[src/cpuPkg.sv]
/*
 * Shared widths, instruction encodings and stage-boundary buses of the pipelined CPU.
 * Imported by every stage module and by the testbench.
 */
package cpuPkg;

	typedef logic [31:0] word_t;
	typedef logic [4:0] regAddr_t;
	typedef logic [14:0] constant_t;

	// primary opcode, instruction bits 31..26
	typedef enum logic [5:0] {
		opNop   = 6'd0,
		opAlu   = 6'd1,
		opAddi  = 6'd2,
		opLoad  = 6'd3,
		opStore = 6'd4
	} opcode_t;

	// register ALU function, instruction bits 3..0
	typedef enum logic [3:0] {
		fnAdd = 4'd0,
		fnSub = 4'd1,
		fnAnd = 4'd2,
		fnOr  = 4'd3,
		fnXor = 4'd4,
		fnSlt = 4'd5
	} aluFunct_t;

	typedef struct packed {
		logic valid;
		logic writeEnable;
		logic memToReg;
		logic memWrite;
		logic useImm;
		aluFunct_t funct;
		regAddr_t dest;
		word_t operandA;
		word_t operandB;
		word_t immediate;
	} decodeToExec_t;

	typedef struct packed {
		logic valid;
		logic writeEnable;
		logic memToReg;
		logic memWrite;
		regAddr_t dest;
		word_t result;
		word_t storeData;
	} execToMem_t;

	// register write, valid only for a nonzero destination
	typedef struct packed {
		logic valid;
		regAddr_t dest;
		word_t data;
	} wbBus_t;

	localparam word_t NOP_INSTR = '0;

endpackage

[src/fetchStage.sv]
/*
 * Program counter and fetch/decode register.
 * fetchAddr goes to the external program memory, whose word returns in the same cycle.
 */
`timescale 1ns/1ns

module fetchStage import cpuPkg::*; #(
	parameter int PC_WIDTH = 8
) (
	input logic clk,
	input logic reset,
	input logic stall,
	input word_t fetchInstr,
	output logic [PC_WIDTH-1:0] fetchAddr,
	output word_t decodeInstr,
	output logic decodeValid
);

	logic [PC_WIDTH-1:0] pc;

	assign fetchAddr = pc;

	// pc and valid bit hold while decode waits on a load
	always_ff @(posedge clk) begin
		if (reset) begin
			pc <= '0;
			decodeValid <= 1'b0;
		end else if (!stall) begin
			pc <= pc + 1'b1;
			decodeValid <= 1'b1;
		end
	end

	always_ff @(posedge clk) begin
		if (!stall) begin
			decodeInstr <= fetchInstr;
		end
	end

endmodule

[src/regFile.sv]
/*
 * 32-entry register file with two combinational read ports and one write port.
 * A write in the same cycle is returned to a matching read, register 0 reads zero.
 */
`timescale 1ns/1ns

module regFile import cpuPkg::*; (
	input logic clk,
	input regAddr_t rsAddr,
	input regAddr_t rtAddr,
	input wbBus_t write,
	output word_t rsValue,
	output word_t rtValue
);

	word_t regs [0:31];

	function automatic word_t readPort(regAddr_t addr, wbBus_t wr, word_t stored);
		word_t value;
		if (addr == '0) begin
			value = '0;
		end else if (wr.valid && wr.dest == addr) begin
			value = wr.data;
		end else begin
			value = stored;
		end
		return value;
	endfunction

	initial begin
		for (int i = 0; i < 32; i++) begin
			regs[i] = '0;
		end
	end

	always_ff @(posedge clk) begin
		if (write.valid && write.dest != '0) begin
			regs[write.dest] <= write.data;
		end
	end

	assign rsValue = readPort(rsAddr, write, regs[rsAddr]);
	assign rtValue = readPort(rtAddr, write, regs[rtAddr]);

endmodule

[src/decodeStage.sv]
/*
 * Instruction decode, load-use hazard check and the decode/execute register.
 * Operands are forwarded from memory and writeback while the instruction sits in execute.
 */
`timescale 1ns/1ns

module decodeStage import cpuPkg::*; (
	input logic clk,
	input logic reset,
	input word_t instr,
	input logic instrValid,
	input word_t rsValue,
	input word_t rtValue,
	input execToMem_t execFwd,
	input wbBus_t memFwd,
	input wbBus_t wbFwd,
	output regAddr_t rsAddr,
	output regAddr_t rtAddr,
	output logic stall,
	output decodeToExec_t toExec
);

	opcode_t opcode;
	regAddr_t rsField, rtField, rdField;
	constant_t constField;
	logic usesRs, usesRt;
	logic loadInExec;
	decodeToExec_t nextSlot;
	// decode/execute register, operands as read from the register file
	decodeToExec_t execSlot;
	regAddr_t execRs, execRt;

	// youngest older writer of src wins, register 0 is never forwarded
	function automatic word_t forwardOperand(regAddr_t src, word_t base, execToMem_t ex,
			wbBus_t mem, wbBus_t wb);
		word_t value;
		value = base;
		if (src != '0) begin
			if (ex.valid && ex.writeEnable && !ex.memToReg && ex.dest == src) begin
				value = ex.result;
			end else if (mem.valid && mem.dest == src) begin
				value = mem.data;
			end else if (wb.valid && wb.dest == src) begin
				value = wb.data;
			end
		end
		return value;
	endfunction

	assign opcode = opcode_t'(instr[31:26]);
	assign rsField = instr[24:20];
	assign rtField = instr[19:15];
	assign rdField = instr[14:10];
	assign constField = instr[14:0];

	assign rsAddr = rsField;
	assign rtAddr = rtField;

	always_comb begin
		nextSlot = '0;
		usesRs = 1'b0;
		usesRt = 1'b0;
		nextSlot.funct = fnAdd;
		case (opcode)
			opAlu: begin
				nextSlot.writeEnable = 1'b1;
				nextSlot.funct = aluFunct_t'(instr[3:0]);
				nextSlot.dest = rdField;
				usesRs = 1'b1;
				usesRt = 1'b1;
			end
			opAddi: begin
				nextSlot.writeEnable = 1'b1;
				nextSlot.useImm = 1'b1;
				nextSlot.dest = rtField;
				usesRs = 1'b1;
			end
			opLoad: begin
				nextSlot.writeEnable = 1'b1;
				nextSlot.memToReg = 1'b1;
				nextSlot.useImm = 1'b1;
				nextSlot.dest = rtField;
				usesRs = 1'b1;
			end
			opStore: begin
				nextSlot.memWrite = 1'b1;
				nextSlot.useImm = 1'b1;
				usesRs = 1'b1;
				usesRt = 1'b1;
			end
			// no-op and unknown opcodes write nothing
			default: ;
		endcase
		nextSlot.operandA = rsValue;
		nextSlot.operandB = rtValue;
		nextSlot.immediate = {{17{constField[14]}}, constField};
		nextSlot.valid = instrValid;
	end

	// load still in execute, its data is not ready for this instruction
	assign loadInExec = execSlot.valid && execSlot.memToReg && execSlot.writeEnable
		&& execSlot.dest != '0;
	assign stall = instrValid && loadInExec
		&& ((usesRs && execSlot.dest == rsField) || (usesRt && execSlot.dest == rtField));

	always_ff @(posedge clk) begin
		if (reset) begin
			execSlot.valid <= 1'b0;
		end else begin
			execSlot <= nextSlot;
			// a stalled slot leaves a bubble behind it
			execSlot.valid <= nextSlot.valid && !stall;
		end
	end

	always_ff @(posedge clk) begin
		execRs <= rsField;
		execRt <= rtField;
	end

	always_comb begin
		toExec = execSlot;
		toExec.operandA = forwardOperand(execRs, execSlot.operandA, execFwd, memFwd, wbFwd);
		toExec.operandB = forwardOperand(execRt, execSlot.operandB, execFwd, memFwd, wbFwd);
	end

endmodule

[src/executeStage.sv]
/*
 * ALU stage and execute/memory register.
 * Second operand is the sign-extended immediate or the rt value.
 */
`timescale 1ns/1ns

module executeStage import cpuPkg::*; (
	input logic clk,
	input logic reset,
	input decodeToExec_t fromDecode,
	output execToMem_t toMem
);

	word_t aluA, aluB;
	word_t aluResult;
	execToMem_t nextMem;

	assign aluA = fromDecode.operandA;
	assign aluB = fromDecode.useImm ? fromDecode.immediate : fromDecode.operandB;

	always_comb begin
		case (fromDecode.funct)
			fnAdd: aluResult = aluA + aluB;
			fnSub: aluResult = aluA - aluB;
			fnAnd: aluResult = aluA & aluB;
			fnOr: aluResult = aluA | aluB;
			fnXor: aluResult = aluA ^ aluB;
			// signed compare
			fnSlt: aluResult = {31'd0, $signed(aluA) < $signed(aluB)};
			default: aluResult = '0;
		endcase
	end

	always_comb begin
		nextMem.valid = fromDecode.valid;
		nextMem.writeEnable = fromDecode.writeEnable;
		nextMem.memToReg = fromDecode.memToReg;
		nextMem.memWrite = fromDecode.memWrite;
		nextMem.dest = fromDecode.dest;
		// for loads and stores this is the effective address
		nextMem.result = aluResult;
		nextMem.storeData = fromDecode.operandB;
	end

	always_ff @(posedge clk) begin
		if (reset) begin
			toMem.valid <= 1'b0;
		end else begin
			toMem <= nextMem;
		end
	end

endmodule

[src/memoryStage.sv]
/*
 * Data memory access and memory/writeback register.
 * Word array indexed by the low address bits, read combinationally, written at the clock edge.
 */
`timescale 1ns/1ns

module memoryStage import cpuPkg::*; #(
	parameter int DMEM_DEPTH_LOG2 = 6
) (
	input logic clk,
	input logic reset,
	input execToMem_t fromExec,
	output wbBus_t memFwd,
	output wbBus_t toWb
);

	localparam int DMEM_DEPTH = 2 ** DMEM_DEPTH_LOG2;

	word_t dmem [0:DMEM_DEPTH-1];
	logic [DMEM_DEPTH_LOG2-1:0] dmemIndex;
	word_t loadData;

	initial begin
		for (int i = 0; i < DMEM_DEPTH; i++) begin
			dmem[i] = '0;
		end
	end

	assign dmemIndex = fromExec.result[DMEM_DEPTH_LOG2-1:0];
	assign loadData = dmem[dmemIndex];

	always_ff @(posedge clk) begin
		if (fromExec.valid && fromExec.memWrite) begin
			dmem[dmemIndex] <= fromExec.storeData;
		end
	end

	// stage value, also the bypass offered to decode
	always_comb begin
		memFwd.valid = fromExec.valid && fromExec.writeEnable && fromExec.dest != '0;
		memFwd.dest = fromExec.dest;
		memFwd.data = fromExec.memToReg ? loadData : fromExec.result;
	end

	always_ff @(posedge clk) begin
		if (reset) begin
			toWb.valid <= 1'b0;
		end else begin
			toWb <= memFwd;
		end
	end

endmodule

[src/pipelineCpu.sv]
/*
 * Five-stage in-order CPU core, top level.
 * Program memory sits outside on fetchAddr/fetchInstr, register writes leave on retire.
 */
`timescale 1ns/1ns

module pipelineCpu import cpuPkg::*; #(
	parameter int PC_WIDTH = 8,
	parameter int DMEM_DEPTH_LOG2 = 6
) (
	input logic clk,
	input logic reset,
	output logic [PC_WIDTH-1:0] fetchAddr,
	input word_t fetchInstr,
	output wbBus_t retire
);

	word_t decodeInstr;
	logic decodeValid;
	logic stall;
	regAddr_t rsAddr, rtAddr;
	word_t rsValue, rtValue;
	decodeToExec_t decodeToExec;
	execToMem_t execToMem;
	wbBus_t memFwd;

	fetchStage #(
		.PC_WIDTH(PC_WIDTH)
	) fetch0 (
		.clk(clk),
		.reset(reset),
		.stall(stall),
		.fetchInstr(fetchInstr),
		.fetchAddr(fetchAddr),
		.decodeInstr(decodeInstr),
		.decodeValid(decodeValid)
	);

	// write port is the writeback register itself
	regFile regFile0 (
		.clk(clk),
		.rsAddr(rsAddr),
		.rtAddr(rtAddr),
		.write(retire),
		.rsValue(rsValue),
		.rtValue(rtValue)
	);

	decodeStage decode0 (
		.clk(clk),
		.reset(reset),
		.instr(decodeInstr),
		.instrValid(decodeValid),
		.rsValue(rsValue),
		.rtValue(rtValue),
		.execFwd(execToMem),
		.memFwd(memFwd),
		.wbFwd(retire),
		.rsAddr(rsAddr),
		.rtAddr(rtAddr),
		.stall(stall),
		.toExec(decodeToExec)
	);

	executeStage execute0 (
		.clk(clk),
		.reset(reset),
		.fromDecode(decodeToExec),
		.toMem(execToMem)
	);

	memoryStage #(
		.DMEM_DEPTH_LOG2(DMEM_DEPTH_LOG2)
	) memory0 (
		.clk(clk),
		.reset(reset),
		.fromExec(execToMem),
		.memFwd(memFwd),
		.toWb(retire)
	);

endmodule

[config.mk]
export PLATFORM = sky130hd
export DESIGN_NAME = pipelineCpu
export DESIGN_NICKNAME = d
export VERILOG_FILES = /design/src/cpuPkg.sv /design/src/fetchStage.sv /design/src/regFile.sv /design/src/decodeStage.sv /design/src/executeStage.sv /design/src/memoryStage.sv /design/src/pipelineCpu.sv
export SDC_FILE = /design/constraint.sdc
export NUM_CORES = 2
export LEC_CHECK = 0
export ABC_AREA = 1
export BUFFER_PORTS_ARGS = -buffer_cell sky130_fd_sc_hd__clkbuf_2
export CAP_MARGIN = 20
export CORE_AREA = 2 2 930 469
export CTS_CLUSTER_DIAMETER = 30
export DETAILED_ROUTE_END_ITERATION = 8
export DIE_AREA = 0 0 932 471
export PLACE_DENSITY = 0.48
export SLEW_MARGIN = 20
export SYNTH_ARGS = -nofsm -noshare
export SYNTH_HDL_FRONTEND = slang
export SYNTH_SLANG_ARGS = --single-unit
export TNS_END_PERCENT = 50
[constraint.sdc]
create_clock -name clk -period 10.2 [get_ports clk]
set_input_delay 1.02 -clock clk [delete_from_list [all_inputs] [get_ports clk]]
set_output_delay 1.02 -clock clk [all_outputs]
set_load 0.01 [all_outputs]
==> Yosys cells after proc, flatten, opt, wreduce, memory -nomap -nowiden <==
Memories as Yosys holds them, arrays and structs flattened. A register that Yosys moved wholly into a read port is not among the register bits.
Index checks and enable logic that the tools add are counted.
{ "op_classes": {"addsub": 3, "magnitude_cmp": 1, "eq_ne": 15, "muxes": 23, "bitwise": 3, "n_reduce_logical": 37} }
{ "op_table": {"columns": ["cell", "n"], "rows": [
  ["$mux 32", 10],
  ["$pmux 32 s6", 1],
  ["$add 32x32->32", 1],
  ["$and 32x32->32", 1],
  ["$lt 32x32->1", 1],
  ["$or 32x32->32", 1],
  ["$sub 32x32->32", 1],
  ["$xor 32x32->32", 1],
  ["$eq 5x5->1", 6],
  ["$reduce_bool 5->1", 5],
  ["$logic_and 1x1->1", 19],
  ["$eq 6x2->1 const B", 2],
  ["$logic_not 5->1", 2],
  ["$mux 1", 10],
  ["$pmux 5 s2", 1],
  ["$add 8x1->8 const B", 1],
  ["$eq 4x2->1 const B", 2],
  ["$eq 4x3->1 const B", 2],
  ["$eq 6x1->1 const B", 1],
  ["$eq 6x3->1 const B", 1],
  ["$mux 6", 1],
  ["$reduce_or 3->1", 2],
  ["$eq 4x1->1 const B", 1],
  ["$logic_not 1->1", 4],
  ["4 further kinds", 5]
]} }
{ "totals": {"ff_bits": 191, "ram_bits": 3072, "in_bits": 34, "out_inout_bits": 46, "memories": 2} }
{ "mem_list": {"columns": ["memory", "words", "word_bits", "read_ports", "rd_ports_with_merged_regs", "write_ports", "line_no", "rtl"], "rows": [
  ["memory0.dmem", 64, 32, 1, 1, 1, "memoryStage.sv:19", "word_t dmem [0:DMEM_DEPTH-1];"],
  ["regFile0.regs", 32, 32, 2, 2, 1, "regFile.sv:16", "word_t regs [0:31];"]
]} }

==> Logic depth before layout (Yosys ltp) <==
{ "depth": {"word_depth": 10, "depth_mapped": 34, "mapped_depth_nobuf": 30} }

==> By module <==
From an unflattened synthesis, not the netlist that was laid out.
{ "hier_totals": {"cells_unflattened": 17406, "hier_area_um2": 159424.2} }
{ "modules_own_cells": {"columns": ["mod", "instances", "cells_each", "area_each_um2", "seq_area_each_um2"], "rows": [
  ["memoryStage", 1, 8564, 87732.9, 62630.1],
  ["regFile", 1, 6078, 53435.0, 30749.5],
  ["executeStage", 1, 1452, 8928.6, 2182.1],
  ["decodeStage", 1, 1225, 7957.6, 2982.9],
  ["fetchStage", 1, 87, 1370.1, 1141.1]
]} }

==> Worst setup path after synthesis <==
OpenSTA, ideal clock, no wires.
{ "synth_timing": {"path_type": "input-to-reg", "from": "in reset", "to": "reg decode0.execSlot[32] (netlist name)", "arrival_ns": 6.720, "t_required_ns": 9.557, "slack_ns": 2.837, "path_stages": 2, "path_buffers": 1, "cell_sequence": "inv_1 -> clkbuf_1"} }
{ "synth_via": {"elab_chain_cells": 1} }
{ "synth_rtl": {"columns": ["item", "line_no", "rtl"], "rows": [
  ["start: declaration", "pipelineCpu.sv:12", "input logic reset,"],
  ["$logic_not 1->1 (no line)", null, null]
]} }
No other way between the ends.
A chain may end at the register's enable or synchronous reset.

==> summary.txt <==
sequential-to-total area share from yosys stat = 66.4%
synthesized flop and latch total = 3332
Initial Util = 34.8%
postcts setup bufs = 0
grt ovf = 0
WL/cell = 28.3 µm
DR WL met3 = 73400 µm
Main synth FF type = edfxtp_1
clock skew = 75.2 ps
core region area = 431000 µm²
RePlAce Congestion = 1.00
# resized after CTS = 0
max-cap viol count = 0
WL met2 = 209000 µm
WP data arrival = 8510 ps
total routed wirelength = 577000 µm
clock slew at reported path FFs = 60 ps
RSZ-0062 raised after global routing = false
port bufs = 78
DR iter-0 viols = 17700
# nets final = 14300
Area Growth Syn to Fin = 15.9%
Syn Area/Cell = 10.6 µm²
VDD IR max = 0.000154 V
fraction of layout instances using a drive strength above 1 = 9.86%
Post-synth EDFFs = 3304
full die area = 439000 µm²
Critical Path Sink Type = flip-flop
fin. max-slew vios = 0
Yosys Warn Count = 0
final critical-path share of the clock period = 76.8%
CTS Hold Bufs = 0
Post-synth ARST share = 0%
first-pass GRT wire length = 802000 µm
via density per instance = 5.56
number of setup violations in the final report = 0
Slew headroom = 11.5%
IO Count = 80
Vias = 113000
drt first pass iters = 7
largest net degree at the start of global routing = 188
post-synth cell types = 52
fmax = 0.128 GHz
gr usage total = 25.3%
WL met1 = 284000 µm
total CTS buffers = 480
CTS H-tree depth = 5
max layer used = met5
Die Width = 932 µm
top cells by area, synth = edfxtp_1 (66%), nand2_1 (8.2%), nand3_1 (8.2%), o21ai_0 (4.2%), a21oi_1 (2.1%)
outcome = completed
CTS root buf = clkbuf_16
Mapped Cells = 14200
Post-DP HPWL = 339000 µm
worst slew pin tran = 1320 ps
initial antenna violation count = 34
required time worst endpoint = 10870 ps
CP max FO = 132
minimum clock period = 7840 ps
vias in the first global route = 100000
Fin Setup TNS = 0 ps
Power per Cell Area = 216 nW/µm²
Yosys top cell area share = 66.1%
post-route ant nets = 0
Max Buffers Root-to-Sink = 4
Hold WC Path Type = in2reg
Clock Sink Count = 3332
worst setup path class = reg2reg
CTS tree = built
Inst Count DP = 19400
cell area after synthesis = 150000 µm²
fin cells = 20300
Chip Height = 471 µm
DRC = 0
Leak = 61.9 nW
Clk Latency, worst-skew pair = 1010 ps
final number of hold-violating endpoints = 0
std cell rows = 171
largest area contributor in the netlist = edfxtp_1
Worst setup SP type = flip-flop
-- cell usage after synthesis (3+ instances only) --
library cell and instances:
a211oi_1 15, o22ai_1 168, o32ai_1 8, o41ai_1 8
edfxtp_1 3304, o211ai_1 277, o21ai_2 26, ha_1 100
o21ai_1 47, dfxtp_1 28, a221oi_1 19, clkinv_1 6
inv_2 43, nor4_1 7, buf_6 17, nand3_1 2451
xnor2_1 8, a21oi_1 642, a21boi_0 21, inv_1 702
a31oi_1 13, o21ai_0 1264, buf_4 49, o21bai_1 5
buf_1 107, or2_2 18, nor2_1 588, clkbuf_1 409
nand2_1 3275, o221ai_1 3, xor2_1 17, nor3_1 25
and3_1 3, nand4_1 69, buf_2 402
-- metal layers --
metal / GRT usage, % / vias up
li1: - / 50500
met1: 42.6 / 56000
met2: 30.8 / 6044
met3: 7.49 / 629
met4: 4.50 / 14
met5: 0.703 / -
-- metrics by stage --
| step | total power, W | cell area [µm²] | worst slack, ps | hold WS, ps | utilization (%) |
|---|---|---|---|---|---|
| after CTS | 0.0377 | 174000 | 2700 | 145 | 40.3 |
| after detailed placement | 0.0204 | 157000 | 2740 | 411 | 36.5 |
| final | 0.0376 | 174000 | 2360 | 214 | 40.3 |
| after floorplan | 0.0184 | 150000 | 2840 | 343 | - |
| after global placement | 0.0204 | 157000 | 2790 | 404 | 36.5 |
| after global routing | 0.0387 | 174000 | 2270 | 168 | 40.3 |
-- placed cells by master, fill, tap and decap left out, types with 24 or more instances in the layout --
cell and count:
nand3_1 2447, inv_1 694, o21ai_2 26, o22ai_1 168
o211ai_1 277, clkbuf_16 483, inv_2 46, bufinv_16 76
buf_12 35, nand2_1 3273, o21ai_0 1264, clkbuf_1 45
buf_4 314, clkbuf_2 78, clkinv_2 70, nor3_1 24
edfxtp_1 3304, clkinv_1 65, conb_1 32, ha_1 100
clkinv_4 45, a21oi_1 641, nor2_1 491, nand4_1 69
clkinvlp_4 61, o21ai_1 47, inv_6 38, nor2_4 98
-- cell type report --
type | count | area (µm²)
inverter | 752 | 2890
sequential | 3332 | 99800
clock inverter | 362 | 4320
multi-input combinational | 9131 | 43900
fill | 41500 | 257000
clock buffer | 530 | 12300
tap | 5795 | 7250
timing repair buffer | 428 | 3460
antenna | 15 | 37.5
-- sequential cells by signal, indices dropped and copies added, names as in the netlist, named ones only --
signal	cells
fetch0.fetchAddr	8
decode0.toExec	29
decode0.execSlot	64
fetch0.decodeValid	1
decode0.execRt	5
regFile0.regs	1024
decode0.execRs	5
memory0.dmem	2048
execute0.toMem	73
fetch0.decodeInstr	31
memory0.toWb	38
-- report_power, final --
part	internal, W	switching [W]	leakage (nW)
Combinational	0.00103	0.00367	23.8
Sequential	0.0154	0.000154	30.2
Clock	0.0106	0.00670	7.94
-- kinds of logic after synthesis --
group | after synthesis | synth area share, %
adders and majority gates | 102 | 0.860
other | 1 | 0.00250
buffers and inverters | 1737 | 4.89
DFF | 3332 | 66.4
and+or+nand+nor | 6446 | 18.4
xor gates and xnor gates | 25 | 0.146
AOI/OAI and AO/OA | 2526 | 9.29
-- worst max-delay path, stage by stage (launching register included) --
cell      delay [ps]
dfxtp_4          520
inv_16           380
buf_4            560
buf_4            380
nand2_1           90
nand3_1           80
nand3_1           80
nand3_1          130
nand3_1          150
nand3_1          770
nand3_1          450
nand3_1          190
nand2_1           80
nand2_1           60
nand3_1          160
nand2_1          280
inv_1            100
ha_1             430
nand2_1          150
inv_1             70
a21oi_1          140
a21boi_0         920
nand3_1          550
nand2_1          230
nand2_1          150
o21ai_0          170
nand3_1          100
-- path summary, 6_finish.rpt --
check                           slack (ps)  cells after the start                  start                     end
worst max register to register        2360                     26              flip-flop      execute0.toMem[59]
worst min-delay path                   210                      1         fetchInstr[13]  fetch0.decodeInstr[13]
worst min register to register         420                      0  fetch0.decodeInstr[5]       decode0.toExec[5]
worst max-delay path                  2360                     26              flip-flop      execute0.toMem[59]
Power figures use the tool's default switching activity.
